[src/signal_pkg.sv]
`default_nettype none

// sample level types shared by the dds, the detectors and the meter
package signal_pkg;

  localparam int sample_w = 14;                   // adc and dac word
  typedef logic signed [sample_w-1:0] sample_t;

  localparam int tuning_w = 32;
  typedef logic [tuning_w-1:0] tuning_t;          // dds phase step per clock

  // triangle bits with sign, dac peaks at 2047
  // leaves room for adc gains up to 4 in a 14 bit word
  localparam int dds_amplitude_w = 12;

  typedef struct packed {
    sample_t a;                                   // across dut plus shunt
    sample_t b;                                   // across shunt only
  } adc_pair_t;

  typedef logic signed [31:0] wide_t;             // amplitudes and quotients

endpackage

`default_nettype wire

[src/dds_triangle.sv]
`timescale 1ns/1ps
`default_nettype none

module dds_triangle (
  input  wire logic                clk125,
  input  wire logic                areset_n,
  input  wire signal_pkg::tuning_t freq_word,
  output signal_pkg::sample_t      dac_sample
);
  import signal_pkg::*;

  localparam int ramp_w = dds_amplitude_w - 1;    // rise within one quarter

  tuning_t                    phase;
  logic [ramp_w-1:0]          ramp;
  logic [dds_amplitude_w-1:0] mag;
  sample_t                    tri_val;

  always_ff @(posedge clk125 or negedge areset_n)
  begin
    if (!areset_n)
      phase <= '0;
    else
      phase <= phase + freq_word;                 // wraps once per output period
  end

  // two msbs are the quadrant, the bits below them the ramp
  assign ramp = phase[tuning_w-3 -: ramp_w];

  // fold so quarters 1 and 3 fall back toward zero
  assign mag = {1'b0, phase[tuning_w-2] ? ~ramp : ramp};

  // msb set means the negative half
  assign tri_val = phase[tuning_w-1] ? -sample_t'(mag) : sample_t'(mag);

  always_ff @(posedge clk125 or negedge areset_n)
  begin
    if (!areset_n)
      dac_sample <= '0;
    else
      dac_sample <= tri_val;                      // registered dac word
  end

endmodule

`default_nettype wire

[config.mk]
export PLATFORM = sky130hd
export DESIGN_NAME = dds_triangle
export DESIGN_NICKNAME = d
export VERILOG_FILES = /design/src/signal_pkg.sv /design/src/dds_triangle.sv
export SDC_FILE = /design/constraint.sdc
export NUM_CORES = 1
export LEC_CHECK = 0
export ABC_AREA = 0
export BUFFER_PORTS_ARGS = -buffer_cell sky130_fd_sc_hd__buf_4
export CAP_MARGIN = 10
export CORE_MARGIN = 2
export CORE_UTILIZATION = 50
export CTS_CLUSTER_DIAMETER = 200
export DETAILED_ROUTE_END_ITERATION = 16
export HOLD_SLACK_MARGIN = 0.12
export PLACE_DENSITY_LB_ADDON = 0.2
export RECOVER_POWER = 50
export SLEW_MARGIN = 5
export SYNTH_ARGS = -nofsm -noshare
export SYNTH_HDL_FRONTEND = slang
export SYNTH_SLANG_ARGS = --single-unit
[constraint.sdc]
create_clock -name clk125 -period 4.45 [get_ports clk125]
set_input_delay 0.445 -clock clk125 [delete_from_list [all_inputs] [get_ports clk125]]
set_output_delay 0.445 -clock clk125 [all_outputs]
set_load 0.1 [all_outputs]
---- After elaboration in Yosys (flattened, before gate mapping) ----
Index checks and enable logic that the tools add are counted.
storage, ports and cells
  bits in registers ....................... 46
  word-level logic and storage cells ...... 7
cells by class
  $add $sub $neg .......................... 2
  mux-type cells .......................... 2
  bitwise operators ....................... 1
operators by type and width
  cell            number
  $add 32x32->32  1
  $mux 14         1
  $neg 11->14     1
  $mux 11         1
  $not 11->11     1

---- Logic depth before layout (Yosys ltp) ----
  depth in word-level cells ............... 4
  depth in mapped cells ................... 9
  depth with buffers taken out ............ 9

---- Least setup slack after synthesis ----
No wires, ideal clock.
  path type ............................... input port to flip-flop
  start ................................... in freq_word[0]
  end ..................................... reg phase[26]
  setup time .............................. 0.121 ns
  data arrival time ....................... 2.397 ns
  path slack .............................. 1.932 ns
  cell stages on the path ................. 9
  buffers on the path ..................... 0
  cell sequence ........................... ha_1 -> fa_1 -> a21o_1 -> a211o_1 -> a211o_1 -> a21bo_2 -> nand2_4 -> o2111ai_1 -> and4b_1
between the ends
  longest elaborated chain between the ends .. 1
RTL lines
  what                  RTL line            RTL
  start, declared       dds_triangle.sv:7   input wire signal_pkg::tuning_t freq_word,
  $add 32x32->32        dds_triangle.sv:24  phase <= phase + freq_word;
  end signal, assigned  dds_triangle.sv:24
  end, declared         dds_triangle.sv:14  tuning_t phase;
Every way passes these cells.

---- Worst setup path after layout ----
  start ................................... reg phase[0]
  end ..................................... reg phase[26]
between the ends
  longest elaborated chain between the ends .. 1
RTL lines
  what            RTL line
  $add 32x32->32  dds_triangle.sv:24
Every way passes these cells.

==> flow_summary_export.csv <==
group,metric,value,unit
run_status,status,"finished with violations",
run_status,violations,"capacitance limit, slew limit",
final_layout,antenna-diode-count,0,
setup_path,reg2regPathDepth,9,
yosys,synth_top_area_cell,"dfrtp_1",
setup_path,cp_top_family,"compound AO/OA/AOI/OAI gates",
yosys,synthTopCellsByCount,"46 x dfrtp_1, 44 x nand2_1, 33 x a21oi_1, 31 x ha_1",
floorplan,core,6680,um^2
timing,finalWorstSetupSlack,1.89,ns
drt,ant_nets,0,
global_routing,use_met3,0.0333,
setup_path,critPathMaxStageDelay,0.41,ns
place,postPlaceCellArea,3790,um^2
drt,wl_per_cell,14.2,um
setup_path,crit_cells,9,
drt,wl,7.02,mm
worst_hold_path,hold-path-cell-count,2,
floorplan,die_h,86.4,um
setup_path,crit_top_cell,"a211o_1",
setup_path,cp.required,4.64,ns
setup_path,worst_path_max_delay_cell,"fa_1",
yosys,synth_edf_count,0,
setup_path,worstPathArrival,2.75,ns
global_routing,grt_use_met1,0.287,
yosys,synth_top_area_share,0.339,
timing,finalCritPeriodShare,0.576,
floorplan,num_rows,30,
place,dp.final_hpwl,5.42,mm
setup_path,crit_start,"phase[0]",
yosys,syn-num-nets,436,
clock_tree,cts_resized,0,
global_routing,grt_pass1_wl,12.2,mm
timing,drv_slew,47,
final_layout,design_area,3880,um^2
drt,drt_pass1_iterations,5,
run,cap_violations,1,
yosys,ys_ff_latch,46,
yosys,synth-seq-area-share,0.339,
yosys,yosysMostFrequentCell,"dfrtp_1",
setup_path,timing.reg2reg.setup_slack,1.89,ns
setup_path,worstSetupStartpointType,"flip-flop",
setup_path,r2r_end,"phase[26]",
setup_path,critPathKind,"reg2reg",
floorplan,start_util,0.508,
setup_path,r2r-start,"phase[0]",
timing,finalHoldViolations,0,
setup_path,path_cells,"ha_1 > fa_1 > a21o_1 > a211o_1 > a211o_1 > a21bo_2 > nand2_4 > o2111ai_1 > and4b_1",
yosys,yosysWarnings,0,
timing,rsz0062_at_grt,"false",
place,io_buffers,47,
global_routing,overflow,0,
floorplan,die_w,86.4,um
place,dp_slack,1.68,ns
drt,drcViolationCount,0,
timing,max-slew-margin-rel,-0.617,
floorplan,boundaryPins,48,
clock_tree,path_clk_slew,0.09,ns
clock_tree,cts_tree,"done",
final_layout,drive_gt1_frac,0.159,
setup_path,crit_end,"phase[26]",
drt,drt_iter0_drc,77,
timing,worst_slew_pin_slew,2.43,ns
clock_tree,cts_setup_buffers,0,
global_routing,antenna_found_initial,0,
yosys,ys_top_cells_by_area,"dfrtp_1 34%, ha_1 11%, xnor2_1 7.0%",
yosys,ys_types,57,
setup_path,cp-end-kind,"flip-flop",
timing,max_freq,390,MHz
worst_hold_path,hp-class,"in2reg",
yosys,syn-cell-area,3400,um^2
global_routing,grtUsageTotal,0.203,
yosys,synth_ff_type,"dfrtp_1",
clock_tree,clockRootBuffer,"clkbuf_8",
clock_tree,htree_num_levels,2,
yosys,synthCells,370,
yosys,ys_async_sr_fraction,1.00,
clock_tree,cts_made_buffers,5,
final_layout,layout.nets,480,
floorplan,dieArea,7470,um^2
timing,totalNegativeSetupSlack,0,ns
final_layout,fill_cells,618,
timing,skew,0.00815,ns
global_routing,use_met2,0.315,
global_routing,busiest_layer,"met2",
global_routing,grt_pass1_vias,2635,
setup_path,cp_max_fo,5,
place,gp_congestion,0.909,
clock_tree,clk_latency,0.30,ns
final_layout,syn_to_final_growth,14.3,%
clock_tree,clk_path_buf_depth,2,
drt,num_vias,2808,
yosys,synth_area_per_cell,9.18,um^2
clock_tree,ctsHoldBuffers,0,
drt,viasPerCell,5.68,
timing,fin_crit,2.56,ns
clock_tree,cts_sinks,46,
setup_path,worst-path-buf-inv,0,
global_routing,grt_max_degree,47,
timing,setup_viol,0,
state kept, by name (all words and copies together), names as in the netlist:
signal / cells
phase: 32
dac_sample: 14
cells by family after synthesis:
logic type	Yosys count	synth area share
adders and majority gates	32	0.120
AOI/OAI and AO/OA	111	0.231
and+or+nand+nor	120	0.168
muxes	2	0.00589
buffers and inverters	16	0.0254
DFF	46	0.339
xor gates and xnor gates	43	0.111
cells in the final DEF, fill, tap and decap left out, types with 3 or more instances in the layout:
| master | instances |
|---|---|
| and3_1 | 3 |
| nor3_1 | 8 |
| clkbuf_8 | 6 |
| dfrtp_1 | 46 |
| xor2_1 | 16 |
| clkbuf_1 | 4 |
| o211ai_1 | 5 |
| nand2_1 | 44 |
| a21o_1 | 11 |
| nand4_1 | 5 |
| a21oi_2 | 4 |
| o21ai_1 | 7 |
| buf_4 | 43 |
| o31ai_1 | 3 |
| o21ai_0 | 7 |
| o2111ai_1 | 3 |
| o21bai_1 | 5 |
| a21oi_1 | 33 |
| nor2_1 | 27 |
| or4_1 | 3 |
| a31oi_1 | 10 |
| ha_1 | 31 |
| o21a_1 | 3 |
| nor4_1 | 3 |
| xnor2_1 | 27 |
| inv_1 | 6 |
| nand3_1 | 13 |
how the worst min path moves through the flow:
stage                             from             to
after floorplan               areset_n  dac_sample[0]
after global placement        phase[0]       phase[0]
after detailed placement      phase[0]       phase[0]
after CTS                     areset_n      phase[10]
after global routing      freq_word[0]       phase[0]
final                     freq_word[0]       phase[0]
stage by stage:
step,utilization,hold slack (ns),instances
final,0.581,0.369,494
after global routing,0.581,0.373,494
after CTS,0.584,0.160,494
after detailed placement,0.567,0.469,487
after global placement,0.567,0.460,487
after floorplan,-,0.149,370
per-layer routing:
metal / share of wire / up-vias
met5: 0 / -
met4: 0.020 / 0
met3: 0.049 / 13
met2: 0.44 / 72
met1: 0.49 / 1281
li1: - / 1442
area by class of cell:
cell class / count / area [um^2] / share of cell area
flip-flops and latches: 46 / 1150 / 0.296
clock inverters: 1 / 30.0 / 0.00773
repair buffers: 47 / 338 / 0.0870
clock buffers: 6 / 82.6 / 0.0213
inverters: 6 / 22.5 / 0.00580
well taps: 80 / 100 / 0.0258
multi-input cells: 308 / 2160 / 0.556
Power is left out: the tool's default activity adds up to more than one toggle a clock period on the data nets, which glitch-free logic cannot reach.
