==> config.mk <==
export PLATFORM = sky130hd
export DESIGN_NAME = gain_phase_meter
export DESIGN_NICKNAME = d
export VERILOG_FILES = /design/src/signal_pkg.sv /design/src/sweep_pkg.sv /design/src/gain_phase_meter.sv
export SDC_FILE = /design/constraint.sdc
export NUM_CORES = 1
export LEC_CHECK = 0
export BUFFER_PORTS_ARGS = -buffer_cell sky130_fd_sc_hd__buf_2
export CAP_MARGIN = 20
export CORE_MARGIN = 2
export CORE_UTILIZATION = 52
export DETAILED_ROUTE_END_ITERATION = 7
export HOLD_SLACK_MARGIN = 0.06
export PLACE_DENSITY = 0.77
export SETUP_SLACK_MARGIN = 0.05
export SYNTH_ARGS = -nofsm -noshare
export SYNTH_HDL_FRONTEND = slang
export SYNTH_SLANG_ARGS = --single-unit
==> constraint.sdc <==
create_clock -name clk125 -period 2.57 [get_ports clk125]
set_input_delay 0.3855 -clock clk125 [delete_from_list [all_inputs] [get_ports clk125]]
set_output_delay 0.3855 -clock clk125 [all_outputs]
set_load 0.02 [all_outputs]
==> src/signal_pkg.sv <==
`default_nettype none

// sample level types shared by the dds, the detectors and the meter
package signal_pkg;

  localparam int sample_w = 14;                   // adc and dac word
  typedef logic signed [sample_w-1:0] sample_t;

  localparam int tuning_w = 32;
  typedef logic [tuning_w-1:0] tuning_t;          // dds phase step per clock

  // triangle bits with sign, dac peaks at 2047
  // leaves room for adc gains up to 4 in a 14 bit word
  localparam int dds_amplitude_w = 12;

  typedef struct packed {
    sample_t a;                                   // across dut plus shunt
    sample_t b;                                   // across shunt only
  } adc_pair_t;

  typedef logic signed [31:0] wide_t;             // amplitudes and quotients

endpackage

`default_nettype wire

==> src/sweep_pkg.sv <==
`default_nettype none

// sweep sequencing types and the records passed along the result path
package sweep_pkg;

  localparam int index_w = 8;                     // 256 table entries
  typedef logic [index_w-1:0] index_t;

  typedef enum logic [2:0] {
    idle,
    load,                                         // one cycle for the table read
    settle,
    measure,
    finish
  } sweep_state_t;

  typedef enum logic [1:0] {
    wait_edge,
    window,
    lag
  } meter_state_t;

  typedef struct packed {
    logic                en;
    index_t              addr;
    signal_pkg::tuning_t data;
  } table_wr_t;

  typedef struct packed {
    index_t            index;
    signal_pkg::wide_t pp_a;                      // peak to peak of channel a
    signal_pkg::wide_t pp_b;
    logic [15:0]       lag;                       // clocks from a edge to b edge
  } meas_t;

  typedef struct packed {
    index_t            index;
    signal_pkg::wide_t magnitude;
    logic [15:0]       phase;
  } result_t;

endpackage

`default_nettype wire

==> src/gain_phase_meter.sv <==
`timescale 1ns/1ps
`default_nettype none

module gain_phase_meter #(
  parameter int meas_cycles = 4
) (
  input  wire logic                  clk125,
  input  wire logic                  areset_n,
  input  wire signal_pkg::adc_pair_t adc,
  input  wire logic                  crossing_a,
  input  wire logic                  crossing_b,
  input  wire logic                  meas_start,
  input  wire sweep_pkg::index_t     index,
  output logic                       meas_done,
  output sweep_pkg::meas_t           meas
);
  import signal_pkg::*;
  import sweep_pkg::*;

  localparam int period_w = $clog2(meas_cycles + 1);

  meter_state_t        state;
  logic                armed;                     // waiting for the opening a edge
  logic [period_w-1:0] periods;
  logic [15:0]         lag_count;
  index_t              point;                     // index latched at meas_start
  adc_pair_t           adc_q;
  sample_t             max_a;
  sample_t             min_a;
  sample_t             max_b;
  sample_t             min_b;

  // register lines up each sample with its crossing pulse
  always_ff @(posedge clk125)
    adc_q <= adc;

  // peak tracking
  always_ff @(posedge clk125)
  begin
    if (state == wait_edge)
    begin
      max_a <= adc_q.a;                           // seeds from the opening sample
      min_a <= adc_q.a;
      max_b <= adc_q.b;
      min_b <= adc_q.b;
    end
    else if (state == window)
    begin
      if (adc_q.a > max_a)
        max_a <= adc_q.a;
      if (adc_q.a < min_a)
        min_a <= adc_q.a;
      if (adc_q.b > max_b)
        max_b <= adc_q.b;
      if (adc_q.b < min_b)
        min_b <= adc_q.b;
    end
  end

  always_ff @(posedge clk125 or negedge areset_n)
  begin
    if (!areset_n)
    begin
      state     <= wait_edge;
      armed     <= 1'b0;
      periods   <= '0;
      lag_count <= '0;
      point     <= '0;
      meas_done <= 1'b0;
    end
    else
    begin
      meas_done <= 1'b0;
      case (state)
        wait_edge:
          if (meas_start)
          begin
            armed <= 1'b1;
            point <= index;
          end
          else if (armed && crossing_a)
          begin
            armed   <= 1'b0;
            periods <= '0;
            state   <= window;                    // window opens on this edge
          end
        window:
          if (crossing_a)
          begin
            if (periods == period_w'(meas_cycles - 1))
            begin
              lag_count <= 16'd1;                 // closing edge is clock one
              state     <= lag;
            end
            else
              periods <= periods + 1'b1;
          end
        lag:
          if (crossing_b)
          begin
            meas_done <= 1'b1;
            state     <= wait_edge;
          end
          else
            lag_count <= lag_count + 1'b1;
        default:
          state <= wait_edge;
      endcase
    end
  end

  // result record, updated with meas_done
  always_ff @(posedge clk125)
  begin
    if (state == lag && crossing_b)
    begin
      meas.index <= point;
      meas.pp_a  <= wide_t'(max_a) - wide_t'(min_a);
      meas.pp_b  <= wide_t'(max_b) - wide_t'(min_b);
      meas.lag   <= lag_count;
    end
  end

endmodule

`default_nettype wire

# After elaboration in Yosys (flattened, before gate mapping)
# Cells that the tools add are included.
dict set report totals {
  romBits 0
  wordCells 84
  inputBits 41
  latch_bits 0
  mem_count 0
  register_bits 203
  mem_bits_rw 0
  output_inout_bits 89
}
dict set report op_classes {
  reduce_logical 19
  eq_ne 10
  n_bitwise 0
  multipliers 0
  magnitude_cmp 4
  shifts 0
  addsub 4
  n_mux 31
  n_div 0
}
# op count
set op_table {}
lappend op_table {{2-to-1 mux 14 bit} 12}
lappend op_table {{2-to-1 mux 16 bit} 3}
lappend op_table {{case mux 16 bit (2 select lines)} 1}
lappend op_table {{subtractor 14 x 14 -> 15 bit} 2}
lappend op_table {{> comparator 14 bit} 2}
lappend op_table {{less-than comparator 14 bit} 2}
lappend op_table {{adder 16 x 1 -> 16 bit, second input constant} 1}
lappend op_table {{nonzero test 2 bit} 7}
lappend op_table {{2-to-1 mux 3 bit} 4}
lappend op_table {{AND reduction 2 bit} 6}
lappend op_table {{2-to-1 mux 2 bit} 5}
lappend op_table {{inequality test 2 bit, second input constant} 5}
lappend op_table {{AND reduction 5 bit} 2}
lappend op_table {{case mux 2 bit (3 select lines)} 1}
lappend op_table {{case mux 3 bit (2 select lines)} 1}
lappend op_table {{2-to-1 mux 1 bit} 4}
lappend op_table {{inequality test 2 x 1 -> 1 bit, second input constant} 2}
lappend op_table {{AND reduction 4 bit} 1}
lappend op_table {{adder 3 x 1 -> 3 bit, second input constant} 1}
lappend op_table {{== test 3 x 2 -> 1 bit, second input constant} 1}
lappend op_table {{== test 2 x 1 -> 1 bit, second input constant} 1}
lappend op_table {{== test 2 bit, second input constant} 1}
lappend op_table {{logical AND 1 bit} 2}
lappend op_table {{logical NOT 2 bit} 1}

# Longest topological paths before layout
dict set report depth {
  ltp_word 4
  depth_mapped 8
  mapped_depth_nobuf 8
}

# Worst setup path after synthesis
# OpenSTA, ideal clock, no wires.
dict set report synth_path {
  kind {flip-flop to flip-flop}
  start {register max_a[7]}
  end {register max_a[0] (enable)}
  arrival_time_ns 2.203
  path_slack_ns -0.042
  setup_time_ns 0.410
  synth_period_minus_slack_ns 2.612
  stages_incl_launch_ff 8
  t_required_ns 2.160
  n_path_buf 0
  cell_sequence {edfxtp_1 inv_1 ha_1 a21o_1 nand3_1 a21oi_1 a211oi_1 a221oi_1}
}
dict set report synth_between {
  elab_chain_len 3
}
# item line_no
set synth_rtl {}
lappend synth_rtl {{start, declared} gain_phase_meter.sv:28} ;# sample_t max_a;
lappend synth_rtl {{start signal, assigned} gain_phase_meter.sv:42} ;# max_a <= adc_q.a;
lappend synth_rtl {{start signal, assigned} gain_phase_meter.sv:50} ;# max_a <= adc_q.a;
lappend synth_rtl {{> comparator 14 bit} gain_phase_meter.sv:49} ;# if (adc_q.a > max_a)
lappend synth_rtl {{nonzero test 2 bit (no line)} -}
lappend synth_rtl {{AND reduction 2 bit (no line)} -}
# Every way passes these cells.
# A chain may end at the register's enable or synchronous reset.

# Final worst setup path
dict set report layout_path {
  start {register min_b[0]}
  end {register meas[46] (netlist name) (data pin)}
}
dict set report layout_between {
  elab_chain_len 1
}
# item line_no
set layout_rtl {}
lappend layout_rtl {{start, declared} gain_phase_meter.sv:31} ;# sample_t min_b;
lappend layout_rtl {{start signal, assigned} gain_phase_meter.sv:45} ;# min_b <= adc_q.b;
lappend layout_rtl {{start signal, assigned} gain_phase_meter.sv:56} ;# min_b <= adc_q.b;
lappend layout_rtl {{subtractor 14 x 14 -> 15 bit} gain_phase_meter.sv:119} ;# meas.pp_b <= wide_t'(max_b) - wide_t'(min_b);
lappend layout_rtl {{end, declared} gain_phase_meter.sv:15} ;# output sweep_pkg::meas_t meas
# Every way passes these cells.

==> impl_metrics.csv <==
group,metric,value,unit
hold_path,holdCritStartpoint,"adc[23]",
route,post-route-drc-count,0,
setup_path,critPathMaxFanout,4,
layout,antennaDiodeCount,0,
setup_path,critical_path_launch_point,"min_b[0]",
placed_design,number_of_placed_cells_counting_well_taps,989,
sta,timing.final.setup_violations,0,
layout,layout.cells.most_common_list,"sky130_fd_sc_hd__buf_2, sky130_fd_sc_hd__edfxtp_1, sky130_fd_sc_hd__ha_1",
die,floorplan.core_area,15700,sq um
setup_path,worstRegToRegCells,7,
setup_path,startpoint_type,"flop",
hold_path,hold_path.class,"input pin to flop",
status,run_status,"complete, no violations",
flow_run,max_cap_violations,0,
clocking,postCtsSetupBuffers,0,
route,drt_pre_antenna_iters,5,
synth,post_synth.cell_area_avg,12.2,sq um
route,wl_per_cell,14.4,microns
pwr,power.density_cell_area,1120,nW/um^2
pwr,max-vdd-ir-drop,0.604,mV
die,dieArea,17000,sq um
clocking,cts_repair_resize_count,0,
layout,area_delta_synth_final,18.5,%
global_route,busiest_layer,"met2",
global_route,grt-ovfl-total,0,
synth,dominantRegCellSynth,"sky130_fd_sc_hd__edfxtp_1",
global_route,groute.layer.met3.usage,0.0414,
global_route,global_route_wire_length_before_repair,24.0,mm
route,wl,15.0,mm
synth,synth_cell_types,56,
die,die_w,130,microns
hold_path,timing.hold.worst_path_depth,1,
synth,synth-seq-cells,169,
sta,hold_violations,0,
synth,synth_enable_flop_cells,110,
clocking,num_clock_sinks,169,
global_route,grt_util_met2,0.313,
setup_path,crit_type,"flop to flop",
die,std_cell_rows,46,
synth,async_set_or_reset_register_ratio_after_synthesis,0.183,
clocking,root_buffer,"sky130_fd_sc_hd__clkbuf_16",
sta,final_max_slew_viol_count,0,
global_route,grt_antenna_before_repair,0,
clocking,ctsHtreeMaxLevel,4,
synth,yosysWarnings,0,
setup_path,setup.worst_path.end_class,"flop",
setup_path,r2r_start,"min_b[0]",
clocking,clock_latency_on_the_worst_skew_pair,0.43,ns
sta,setup_total_negative_slack,0,ns
global_route,grt_max_degree,56,
route,drtIter0Drc,298,
global_route,grt.total_usage,0.185,
die,boundaryPins,130,
route,detail-route-antenna-nets,0,
setup_path,timing.critical_path.arrival,2.45,ns
die,die-height,130,microns
sta,maxClockFrequency,441,MHz
layout,finalNetCount,946,
route,detail_route.vias_per_cell,5.10,
placed_design,gp_routability_congestion,0.840,
layout,final_non_filler_cells,1046,
pwr,power.leakage,4.57,nW
sta,timing.final.crit_period,2.27,ns
placed_design,portBuffers,129,
route,num_vias,5331,
setup_path,timing.critical_path.required,2.75,ns
sta,period_share,0.882,
sta,clock_skew,0.00811,ns
clocking,cts-buffers-inserted,17,
synth,syn_inst,678,
die,initial_utilization,0.528,
synth,mappedNetlistArea,8290,sq um
synth,post-synth-top-area-cell,"sky130_fd_sc_hd__edfxtp_1",
global_route,met1_routing_resource_usage_after_global_routing,0.232,
sta,worstMarginPinSlew,0.710,ns
synth,synth_sequential_area_ratio,0.560,
layout,mostFrequentLayoutCell,"sky130_fd_sc_hd__buf_2",
placed_design,dp_hpwl,10.9,mm
synth,mappedNetlistNets,806,
clocking,cts_hold_repair.buffers,25,
synth,synth_top_cell_area_share,0.398,
layout,layout-drive-gt1-share,0.227,
clocking,max-clock-path-buffers,2,
synth,ys_top_cells_by_area,"sky130_fd_sc_hd__edfxtp_1, sky130_fd_sc_hd__ha_1, sky130_fd_sc_hd__dfrtp_1",
clocking,clkTransAtPathRegs,0.07,ns
sta,rsz_0062_raised_after_global_routing,"false",
clocking,cts_tree,"yes",
global_route,first_global_vias,5111,
sta,timing.slew.headroom,0.527,
-- cell usage after synthesis, drive strengths merged (2+ instances only) --
library cell and instances:
clkbuf 5, buf 38, nor2 46, o31ai 7, nor2b 7, ha 85, o41ai 3, o21a 10
fa 2, a211o 2, nand3b 3, a32oi 2, xor2 17, o32ai 2, edfxtp 110, a21boi 3
nand4 12, a41oi 2, nor3b 3, dfrtp 31, and2 2, nor3 7, xnor2 15, inv 73
o21ai 22, a41o 2, o2111ai 2, a31oi 7, o31a 2, mux2 8, nand3 14, a21o 23
dfxtp 28, nand2 22, nand2b 9, and3 4, a21oi 32, a211oi 4, and4 2
-- power breakdown --
part           internal (mW)  switching (mW)  total [mW]
registers               3.83           0.277        4.11
clock network           1.39            1.03        2.42
logic                   1.92            2.52        4.44
total                   7.14            3.83        11.0
-- cell families (layout without fill, tap and decap cells) --
group                    count (synthesis)  in the layout  synth area share
AO/OA/AOI/OAI                          130            130             0.110
XOR/XNOR                                32             32            0.0338
adder cells (fa/ha/maj)                 87             87             0.133
buffers and inverters                  116            268            0.0691
flip-flops                             169            169             0.560
multiplexers                             9              9            0.0121
AND/OR/NAND/NOR                        135            135            0.0822
-- registers in the layout (all words and copies together), names as in the netlist --
register and count:
meas_done 1, armed 1, point 8, min_b 14, state 2, meas 54
max_b 14, min_a 14, lag_count 16, max_a 14, periods 3, adc_q 28
-- metal layers --
| layer | wire (microns) | vias up |
|---|---|---|
| met2 | 7520 | 127 |
| met3 | 683 | 23 |
| met1 | 6500 | 2493 |
| met4 | 335 | 0 |
| li1 | - | 2688 |
| met5 | 0 | - |
-- worst paths after layout --
| path | slack, ns | end |
|---|---|---|
| min in group asynchronous | 0.57 | lag_count[8] |
| setup reg to reg | 0.30 | meas[46] |
| hold / removal | 0.08 | adc_q[23] |
| max in group asynchronous | 1.55 | lag_count[1] |
| hold reg to reg | 0.45 | meas[86] |
| setup / recovery | 0.30 | meas[46] |
-- worst max-delay path, stage by stage, from the launching register on --
cell and delay, ns:
sky130_fd_sc_hd__edfxtp_1 0.40, sky130_fd_sc_hd__ha_1 0.23, sky130_fd_sc_hd__fa_1 0.41, sky130_fd_sc_hd__nor2b_1 0.19
sky130_fd_sc_hd__o31ai_2 0.12, sky130_fd_sc_hd__a211oi_2 0.32, sky130_fd_sc_hd__o21ai_0 0.15, sky130_fd_sc_hd__a41o_1 0.22
-- per-stage QoR --
stage	hold slack, ns	power [mW]	cell area (sq um)	setup slack [ns]	utilization
detailed placement	0.431	8.56	9000	0.298	0.573
global placement	0.423	8.40	9000	0.386	0.573
floorplan	0.0899	7.49	8300	0.149	-
global route	0.0669	11.8	9830	0.176	0.625
CTS	0.0624	11.0	9820	0.291	0.625
finish	0.0798	11.0	9830	0.302	0.625
-- cell type report --
class	instances	area [sq um]
inverter	73	274
fill	1205	5890
multi-input combinational	393	3090
sequential	169	4640
tap	216	270
timing repair buffer	164	986
clock inverter	9	63.8
clock buffer	22	505
No activity file was read; power rests on OpenSTA's default activity.
