File: config.mk
export PLATFORM = sky130hd
export DESIGN_NAME = ratio_divider
export DESIGN_NICKNAME = d
export VERILOG_FILES = /design/src/signal_pkg.sv /design/src/sweep_pkg.sv /design/src/ratio_divider.sv
export SDC_FILE = /design/constraint.sdc
export NUM_CORES = 1
export LEC_CHECK = 0
export BUFFER_PORTS_ARGS = -buffer_cell sky130_fd_sc_hd__buf_4
export CORE_MARGIN = 3
export CORE_UTILIZATION = 30
export CTS_CLUSTER_SIZE = 14
export DETAILED_ROUTE_END_ITERATION = 10
export PLACE_DENSITY = 0.45
export SLEW_MARGIN = 25
export SYNTH_ARGS = -nofsm -noshare
export SYNTH_HDL_FRONTEND = slang
export SYNTH_SLANG_ARGS = --single-unit
export TNS_END_PERCENT = 100
File: constraint.sdc
create_clock -name clk125 -period 4 [get_ports clk125]
set_input_delay 0.8 -clock clk125 [delete_from_list [all_inputs] [get_ports clk125]]
set_output_delay 0.8 -clock clk125 [all_outputs]
set_load 0.02 [all_outputs]
File: src/signal_pkg.sv
`default_nettype none

// sample level types shared by the dds, the detectors and the meter
package signal_pkg;

  localparam int sample_w = 14;                   // adc and dac word
  typedef logic signed [sample_w-1:0] sample_t;

  localparam int tuning_w = 32;
  typedef logic [tuning_w-1:0] tuning_t;          // dds phase step per clock

  // triangle bits with sign, dac peaks at 2047
  // leaves room for adc gains up to 4 in a 14 bit word
  localparam int dds_amplitude_w = 12;

  typedef struct packed {
    sample_t a;                                   // across dut plus shunt
    sample_t b;                                   // across shunt only
  } adc_pair_t;

  typedef logic signed [31:0] wide_t;             // amplitudes and quotients

endpackage

`default_nettype wire

File: src/sweep_pkg.sv
`default_nettype none

// sweep sequencing types and the records passed along the result path
package sweep_pkg;

  localparam int index_w = 8;                     // 256 table entries
  typedef logic [index_w-1:0] index_t;

  typedef enum logic [2:0] {
    idle,
    load,                                         // one cycle for the table read
    settle,
    measure,
    finish
  } sweep_state_t;

  typedef enum logic [1:0] {
    wait_edge,
    window,
    lag
  } meter_state_t;

  typedef struct packed {
    logic                en;
    index_t              addr;
    signal_pkg::tuning_t data;
  } table_wr_t;

  typedef struct packed {
    index_t            index;
    signal_pkg::wide_t pp_a;                      // peak to peak of channel a
    signal_pkg::wide_t pp_b;
    logic [15:0]       lag;                       // clocks from a edge to b edge
  } meas_t;

  typedef struct packed {
    index_t            index;
    signal_pkg::wide_t magnitude;
    logic [15:0]       phase;
  } result_t;

endpackage

`default_nettype wire

File: src/ratio_divider.sv
`timescale 1ns/1ps
`default_nettype none

module ratio_divider #(
  parameter int shunt = 1000
) (
  input  wire logic             clk125,
  input  wire logic             areset_n,
  input  wire logic             div_start,
  input  wire sweep_pkg::meas_t meas,
  output logic                  result_valid,
  output sweep_pkg::result_t    result
);
  import signal_pkg::*;
  import sweep_pkg::*;

  logic        busy;
  logic [5:0]  step;                              // 32 shift steps then output
  logic [31:0] quo;                               // dividend out, quotient in
  logic [32:0] rem;
  logic [31:0] den;
  logic [32:0] rem_shift;
  logic [32:0] diff;
  index_t      point;
  logic [15:0] lag_q;

  assign rem_shift = {rem[31:0], quo[31]};
  assign diff      = rem_shift - {1'b0, den};     // msb set means it did not fit

  always_ff @(posedge clk125 or negedge areset_n)
  begin
    if (!areset_n)
    begin
      busy         <= 1'b0;
      step         <= '0;
      result_valid <= 1'b0;
    end
    else
    begin
      result_valid <= 1'b0;
      if (!busy)
      begin
        if (div_start)
        begin
          busy <= 1'b1;
          step <= '0;
        end
      end
      else if (step == 6'd32)
      begin
        busy         <= 1'b0;
        result_valid <= 1'b1;
      end
      else
        step <= step + 1'b1;
    end
  end

  always_ff @(posedge clk125)
  begin
    if (!busy && div_start)
    begin
      quo   <= meas.pp_a * shunt;                 // scale before dividing
      rem   <= '0;
      den   <= meas.pp_b;
      point <= meas.index;
      lag_q <= meas.lag;
    end
    else if (busy && step != 6'd32)
    begin
      if (diff[32])
      begin
        rem <= rem_shift;                         // restore
        quo <= {quo[30:0], 1'b0};
      end
      else
      begin
        rem <= diff;
        quo <= {quo[30:0], 1'b1};
      end
    end
    else if (busy)
    begin
      result.index     <= point;
      result.magnitude <= wide_t'(quo) - wide_t'(shunt);  // drop the shunt share
      result.phase     <= lag_q;
    end
  end

endmodule

`default_nettype wire

### Yosys cells after proc, flatten, opt, wreduce, memory -nomap -nowiden

Index checks and enable logic that the tools add are counted.

| storage, ports and cells | value |
|---|---|
| flip-flop bits (word level) | 184 |
| bits in latches | 0 |
| bits in writable memories | 0 |
| bits in read-only memories | 0 |
| bits of input ports | 91 |
| output and inout bits | 57 |
| word-level logic and storage cells | 40 |
| memories kept | 0 |

| operators by class | value |
|---|---|
| add/sub/neg operators | 3 |
| multiply operators | 1 |
| div/mod/pow operators | 0 |
| magnitude comparators | 0 |
| equality and inequality tests | 3 |
| shifts and indexed selects | 0 |
| muxes and demuxes | 12 |
| bitwise operators | 2 |
| reduce and logical (&&, ||, !) cells | 7 |

Operator list:

| kind | count |
|---|---|
| 2-to-1 mux 32 bit | 3 |
| subtractor 33 x 32 -> 33 bit | 1 |
| multiplier 32 x 8 -> 29 bit, second input constant | 1 |
| subtractor 32 x 11 -> 32 bit, second input constant | 1 |
| 2-to-1 mux 6 bit | 3 |
| adder 6 x 1 -> 6 bit, second input constant | 1 |
| equality test 6 bit, second input constant | 1 |
| 2-to-1 mux 1 bit | 6 |
| != test 6 bit, second input constant | 1 |
| nonzero test 2 bit | 2 |
| AND reduction 3 bit | 1 |
| logical AND 1 bit | 2 |
| != test 2 bit, second input constant | 1 |
| inverter 1 bit | 2 |
| AND reduction 2 bit | 1 |
| logical NOT 1 bit | 1 |

### Logic depth before layout (Yosys ltp)

Gate-level depths: netlist of run 1.

| depth | value |
|---|---|
| word-level depth | 4 |
| mapped depth | 19 |

### Worst setup path before layout of run 1

No wires, ideal clock.

| timing | value |
|---|---|
| path kind | input port to flip-flop |
| from | in meas[55] (netlist bit) |
| to | reg quo[28] (data pin) |
| library setup time | 0.264 ns |
| data arrival time | 5.050 ns |
| path slack | -1.314 ns |
| stages | 18 |
| path buffers | 0 |
| cells stage by stage | inv_1 fa_1 fa_1 inv_1 fa_1 inv_1 fa_1 inv_1 ha_1 a21o_1 a21o_1 a221oi_1 o211ai_1 a2111o_1 a31oi_2 o21bai_1 xnor2_1 o21ai_1 |

| on the way | value |
|---|---|
| cells in the longest elaborated chain, start to end | 2 |

RTL lines:

| element | RTL line | source |
|---|---|---|
| from (decl) | ratio_divider.sv:10 | `input wire sweep_pkg::meas_t meas,` |
| multiplier 32 x 8 -> 29 bit | ratio_divider.sv:63 | `quo <= meas.pp_a * shunt;` |
| 2-to-1 mux 32 bit | ratio_divider.sv:61 | `if (!busy && div_start)` |
| to (signal assigned) | ratio_divider.sv:63 |  |
| to (signal assigned) | ratio_divider.sv:74 | `quo <= {quo[30:0], 1'b0};` |
| to (signal assigned) | ratio_divider.sv:79 | `quo <= {quo[30:0], 1'b1};` |
| to (decl) | ratio_divider.sv:19 | `logic [31:0] quo;` |

No other way between the ends.
A chain may end at the register's enable or synchronous reset.

### Worst setup path after layout of run 1

| timing | value |
|---|---|
| from | in meas[56] (netlist bit) |
| to | reg quo[26] (data pin) |

The elaborated chain is that of the path after synthesis.

==> reports/results.txt, run 1 <==
Synthesis instantiated 67 different standard cells from the library. The most instantiated library cell after synthesis was inv_1. Sorting the synthesized cells by area gives the leading types as edfxtp_1, fa_1, ha_1, inv_1, dfxtp_1. The first detailed-routing pass ran for 4 iterations. The global routing usage on met2 is 22.2%, and the first-iteration detailed-routing DRC count is 333. The first global-routing pass estimated 51900 um of wire. The mean area per synthesized cell came out at 10.2 um2. STA classifies the critical path endpoint as a register. After layout, the worst path uses 123% of the clock period. After synthesis, the largest area contributor takes up 32.3% of total cell area. At the worst endpoint, the required time is 4170 ps.

Summed over all cells, the static leakage comes to 7.78 nW. Worst-path maximum fanout: 3. TritonCTS built the clock tree.

In this run the register-to-register setup slack is 810 ps. Subtracting the final worst setup slack from the clock period gives 4920 ps. Ranked by instance count, the synthesized netlist is headed by inv_1, edfxtp_1, ha_1.

In this run the tool buffered the top-level ports with 144 buffer cells. Counting every sink on the clock net gives 184. The run gives 16000 um2 as the total cell area at the placement stage. The run finished, with violations left. The checks that failed: setup timing.

On the worst path, the slowest cell contributes a delay of 510 ps. Clock-pin slew was measured on the worst setup and hold paths at 70 ps. The critical path in this run is classified as input pin to register.

The logs give 19.2% for the global-route track usage on met1 and 0 for the warning count from the yosys run. Of the synthesized area, sequential elements account for 39.1%. The critical path contains buffers and inverters numbering 6 combined. The tools report the number of slew-limit violations in the final report as 0. Global routing used 13.8% of the available tracks across all layers. The number of maximum-capacitance constraint violations is 0. The tools report the destination of the worst register-to-register timing path as rem[18]. Dividing total power by cell area gives a power density of 768 nW/um2.

The final layout contains 1849 nets. The final layout contains routed wiring with a total length of 31200 um. The top flip-flop cell by instance count after synthesis was edfxtp_1. The total nets after synthesis was 1580; the worst clock skew was 9.99 ps.

The HPWL reported at the end of detailed placement was 24500 um; the final instance area was 16900 um2. The wire length per cell was 14.6 um; the number of remaining DRC errors was 0. The arrival time of the worst setup path came out at 5100 ps. The fraction of registers with async set or reset after synthesis was 4.35%. The power after layout is 12.9 mW. Setup repair after global routing could not meet its margin everywhere.

The floorplan step defined a die boundary enclosing 46300 um2. The floorplan has 75 rows. Following the worst setup path forward leads to its endpoint at quo[26]. Layout overhead on the synthesized area: 28.5%.

At the pin with the least slew margin, the transition time is 954 ps. For this configuration, the core starts out at a cell density of 30.8%. The clock insertion delay at the later pin of the skew report was 440 ps. The slowest library cell on the worst path was fa_1.

In this run the tightest slew margin relative to its limit is 36.4%. Across the VDD grid, the largest voltage drop is 0.000308 V. The tightest min-delay check is of the input pin to async pin type. The largest area contributor in the netlist is edfxtp_1. The number of stages on the worst setup path is 19.

The signal on the critical path passes through buf_8 -> clkinvlp_4 -> fa_1 -> fa_1 -> inv_1 -> fa_1 -> inv_2 -> fa_1 -> inv_2 -> ha_4 -> a21o_1 -> a21o_1 -> a221oi_2 -> o211ai_1 -> a2111o_1 -> a31oi_4 -> buf_6 -> xor2_1 -> o21ai_1. In this run, synthesis inferred 141 flip-flops with an integrated enable. The die span in y came out at 215 um. The number of antenna violations at the first check in global routing was 0; the placeable core area was 42600 um2. For the number of top-level pins, the log shows 148. At the placement stage, the worst setup path has a slack of -1510 ps. For this run, the top clock speed supported by timing is 0.203 GHz. Number of cells on the worst reg-to-reg path: 13.

In this design, the largest share of critical-path delay is due to adder cells. The startpoint identified for the worst register-to-register timing path is quo[31]. The met3 track demand over resource in global routing was 2.74%. The cell seen most often among critical-path stages was fa_1. The mean number of vias per cell works out to 4.51. The via count of the first global-routing pass was 10000; the number of synthesized register bits was 184. The number of H-tree levels came out at 4.

The total setup violations reported at the end of the flow came out at 20. The tools report the nature of the critical path startpoint as an input pin. For the worst-case setup margin in the final layout, the log shows -921 ps. The count of inserted antenna diode cells is 0. The worst hold margin came out at 180 ps. The congestion estimate from routability-driven global placement came to 0.850.

After synthesis the cells add up to 13100 um2. The deepest clock path buffer count was 2; the number of buffers inserted by hold repair at cts was 0. The tools report the CTS root buffer as clkbuf_16. The overflow left after global routing is 0, and the count of mapped cells out of synthesis is 1283. Entering global routing, the biggest net connects 67 pins. The critical path starts at meas[56]. For the count of nets left with antenna violations after detail routing, the log shows 0.

The count of final hold-check violations came out at 0. After global routing, the most crowded layer is met2. The horizontal extent of the die was 215 um; the setup TNS after final layout was -11200 ps.

The share of layout cells above drive strength 1 came out at 24.7%. In this run, CTS created clock tree buffers numbering 17. Across all layers, the routed design uses 9660 vias.
flip-flops by register name (all words and copies together), names as in the netlist:
register      count
result           56
den              32
quo              32
rem              32
lag_q            16
point             8
step              6
busy              1
result_valid      1
metal layers:
metal / part of all wire, % / vias to the layer above / wire (um)
met5: 0 / - / 0
met1: 50 / 4652 / 15600
met4: 1.3 / 0 / 408
met2: 45 / 156 / 13900
li1: - / 4829 / -
met3: 3.9 / 23 / 1220
power breakdown:
group / switching (mW) / internal, mW
Sequential: 0.389 / 2.74
Clock: 0.834 / 0.899
Combinational: 4.20 / 3.88
Total: 5.42 / 7.52
what timing repair did:
item / 4_1_cts / 5_1_grt
setup buffers: 2 / 5
endpoints found under the hold margin: 0 / 0
setup endpoints to repair: 20 / 21
pin swaps: 26 / 38
gates resized for setup: 25 / 32
area by class of cell:
class | count | area [um2]
fillers | 4273 | 25700
repair buffers | 279 | 2180
inverters | 282 | 1090
flip-flops and latches | 184 | 5130
clock inverters | 14 | 179
clock buffers | 17 | 425
multi-input cells | 788 | 7140
well taps | 577 | 722
layout by cell type, fill, tap and decap left out, types with 9 or more instances in the layout:
master / count
xnor2_1: 38
nor3_1: 18
xor2_1: 43
inv_1: 257
a32oi_1: 10
nand3_1: 67
inv_2: 18
edfxtp_1: 141
ha_1: 101
nand2b_1: 14
ha_4: 13
o21ai_1: 11
clkbuf_16: 17
a211oi_1: 9
o21ai_0: 52
dfxtp_1: 35
a21oi_1: 29
o21a_1: 10
fa_1: 89
buf_4: 266
nor2_1: 40
nand2_1: 89
a21o_1: 28
cell families (layout without fill, tap and decap cells):
| kind of cell | after synthesis | after routing | share of synthesized area, % |
|---|---|---|---|
| flops | 184 | 184 | 39.1 |
| fa+ha+maj | 206 | 206 | 24.8 |
| compound gates | 220 | 220 | 11.0 |
| simple gates | 278 | 278 | 10.3 |
| buf+inv | 311 | 592 | 9.01 |
| xor+xnor | 84 | 84 | 5.72 |
through the flow:
step,util (%),cells
4_1_cts,39.3,2137
3_5_place_dp,37.6,2104
2_1_floorplan,-,1283
5_1_grt,39.6,2141
6_report,39.6,2141
3_3_place_gp,37.6,2104
worst min-delay path by stage:
stage | startpoint | endpoint | slack [ps] | cells after the start
2_1_floorplan | lag_q[0] | result[0] | 400 | 0
3_3_place_gp | lag_q[15] | result[15] | 400 | 0
6_report | areset_n | result_valid | 180 | 1
4_1_cts | areset_n | step[2] | 170 | 1
5_1_grt | areset_n | result_valid | 160 | 1
3_5_place_dp | point[6] | result[54] | 400 | 0
Note: power is estimated with default switching activity, not from simulation.
==> inputs of run 2 (changes only) <==
Settings changed: PLACE_DENSITY 0.45 to 0.59, TNS_END_PERCENT 100 to unset.
==> reports/results.txt, run 2 (synthesized netlist as in run 1, its figures left out) <==
For the power share of the clock group, the log shows 13.0% (was 13.4%). The class of the tightest hold or removal check was input pin to async pin (unchanged). The row count was 75 (unchanged); the slew at the pin with the worst max-slew slack was 933 ps (was 954 ps).

The tools report the clock insertion delay at the later pin of the skew report as 430 ps (was 440 ps). The total via count after detailed routing is 9729 (was 9660). The share of layout cells above drive strength 1 works out to 23.1% (was 24.7%). The run gives 16600 um2 (was 16900 um2) as the final instance area. The power after layout is 12.6 mW (was 12.9 mW), and the count of inserted antenna diode cells is 0 (unchanged).

Slowest library cell on the worst path: fa_1 (unchanged). The final weighted congestion of routability-driven global placement came out at 0.830 (was 0.850). The run gives 148 (unchanged) as the number of top-level pins. The CTS clock-pin slew for the worst setup and hold paths is 80 ps (was 70 ps), and the first-iteration detailed-routing DRC count is 438 (was 333).

The worst hold margin came out at 175 ps (was 180 ps). Violations in the final reports: setup timing (unchanged). The via count of the first global-routing pass was 9717 (was 10000); the maximum number of pins on one net before global-route repair was 67 (unchanged). The number of slew-limit violations in the final report is 0 (unchanged), and the worst-path maximum fanout is 3 (unchanged). The arrival time of the worst setup path came out at 5080 ps (was 5100 ps). The run gives 7.70 nW (was 7.78 nW) as the leakage power summed over all cells. The run gives 4 (unchanged) as the number of H-tree levels. The wire length reported by the detailed router is 30000 um (was 31200 um), and the fmax is 0.204 GHz (was 0.203 GHz).

The number of input and output port buffers inserted is 144 (unchanged). Commonest cells after routing, fill and taps aside: inv_1, buf_4, edfxtp_1 (was buf_4, inv_1, edfxtp_1). The tools report the area taken by flip-flops and latches as 5130 um2 (unchanged). The run gives 20 (unchanged) as the total setup violations reported at the end of the flow. The number of buffers inserted by hold repair at cts was 0 (unchanged).

For the net total in the final layout, the log shows 1839 (was 1849). Cells traversed along the worst timing path: buf_8 -> clkinvlp_4 -> fa_1 -> fa_1 -> inv_1 -> fa_1 -> inv_1 -> fa_1 -> inv_2 -> ha_4 -> a21o_1 -> a21o_1 -> a221oi_2 -> o211ai_1 -> a2111o_1 -> a31oi_4 -> buf_4 -> xor2_1 -> o21ai_1 (was buf_8 -> clkinvlp_4 -> fa_1 -> fa_1 -> inv_1 -> fa_1 -> inv_2 -> fa_1 -> inv_2 -> ha_4 -> a21o_1 -> a21o_1 -> a221oi_2 -> o211ai_1 -> a2111o_1 -> a31oi_4 -> buf_6 -> xor2_1 -> o21ai_1). The register with the highest flop count is result (unchanged).

The count of final hold-check violations was 0 (unchanged); the number of placed instances, taps included was 2093 (was 2104). For the iteration count of the initial detailed-routing pass, the log shows 5 (was 4). The most common cell after layout, fill and taps aside was inv_1 (was buf_4). Critical path endpoint category: a register (unchanged). The clock period minus final worst setup slack came out at 4900 ps (was 4920 ps). The run gives 5.32 mW (was 5.42 mW) as the switching power of the nets. The first-pass GRT wire length was 49100 um (was 51900 um). CTS root buffer: clkbuf_16 (unchanged). The tools report the clock sink count as 184 (unchanged). For the area used by multi-input combinational logic, the log shows 7040 um2 (was 7140 um2). Layout overhead on the synthesized area: 26.7% (was 28.5%). Gate family responsible for the most delay along the worst path: adder cells (unchanged). The initial standard-cell utilization of the core is 30.8% (unchanged). The placeable core area was 42600 um2 (unchanged). Count of nets left with antenna violations after detail routing: 0 (unchanged). The tools report the internal power summed over all cells as 7.30 mW (was 7.52 mW).

The die span in y works out to 215 um (unchanged). The wire length per cell came out at 14.1 um (was 14.6 um). The cell seen most often among critical-path stages was fa_1 (unchanged).

The sequential share of power is 24.8% (was 24.2%), and the mean number of vias per cell is 4.56 (was 4.51). The overflow left after global routing is 0 (unchanged). The number of remaining DRC errors is 0 (unchanged). Number of maximum-capacitance constraint violations: 0 (unchanged). TritonCTS built the clock tree. Worst-case setup margin in the final layout: -897 ps (was -921 ps). The worst clock skew came out at 15.3 ps (was 9.99 ps). The run finished, with violations left.

The buffering stage count on the worst path with inverters included works out to 6 (unchanged). The number of buffers inserted during clock tree synthesis is 17 (unchanged). The power density of the placed cells was 759 nW/um2 (was 768 nW/um2).

The run gives 4231 (was 4273) as the layout filler cell count. Flip-flop count of the largest register after layout: 56 (unchanged). The maximum cell stage delay along the critical path is 510 ps (about the same), and the number of antenna violations at the first check in global routing is 1 (was 0).

Type of the setup path with the least slack: input pin to register (unchanged). The share of power burned in combinational logic was 62.2% (was 62.4%). The peak ir drop on the vdd network was 0.000330 V (was 0.000308 V). The nature of the critical path startpoint was an input pin (unchanged). The tools report the deepest clock path buffer count as 2 (unchanged).

The overall global routing resource usage is 13.0% (was 13.8%). The run gives 15900 um2 (was 16000 um2) as the total cell area at the placement stage. The worst-case headroom to the max-slew limit is 37.5% (was 36.4%), and the switching share of total power is 42.1% (was 41.9%). Die area: 46300 um2 (unchanged). The HPWL reported at the end of detailed placement came out at 23700 um (was 24500 um).

The horizontal extent of the die was 215 um (unchanged); the share of the clock period used by the worst path after layout was 122% (was 123%). Setup repair after global routing could not meet its margin everywhere. The tools report the final cell count without fillers as 2132 (was 2141). The tools report the required time of the worst setup path as 4180 ps (was 4170 ps).
run 2: power by group through the flow:
stage               logic [mW]  clock network [mW]  registers, mW
detailed placement        7.56                   0           3.17
floorplan                 5.28                   0           3.10
global route              8.86                1.76           3.20
global placement          7.41                   0           3.15
finish                    7.85                1.64           3.13
CTS                       7.82                1.69           3.13
run 2: final timing paths:
check,start,to,slack [ps],cells after the start
max in group asynchronous,areset_n,step[2],3680,1
hold / removal,areset_n,step[5],180,1
hold reg to reg,lag_q[12],result[12],420,0
min in group clk125,lag_q[12],result[12],420,0
setup reg to reg,quo[31],rem[1],490,13
setup / recovery,meas[54],quo[26],-900,19
run 2: area by class of cell:
type	count	area share, %
Clock buffer	18	2.58
Tap cell	577	4.34
Timing Repair Buffer	269	12.4
Multi-Input combinational cell	788	42.4
Sequential cell	184	30.9
Clock inverter	14	0.956
Inverter	282	6.48
run 2: repair_timing:
item | CTS | global route
setup endpoints to repair | 20 | 21
pin swaps | 27 | 14
setup buffers | 5 | 3
resized for setup | 24 | 6
run 2: layer usage:
layer | track usage (%) | vias up | share of wire (%)
met2 | 21.5 | 200 | 46
met5 | 0 | - | 0.067
met3 | 1.99 | 18 | 3.9
met1 | 18.1 | 4697 | 49
li1 | - | 4812 | -
met4 | 2.95 | 2 | 0.94
run 2: metrics by stage:
step / util [%] / worst slack [ps] / TNS (ps)
5_1_grt: 39.0 / -1060 / -15830
3_3_place_gp: 37.3 / -1410 / -20940
3_5_place_dp: 37.3 / -1530 / -23050
6_report: 39.0 / -897 / -12200
2_1_floorplan: - / -1070 / -12130
4_1_cts: 39.0 / -937 / -11960
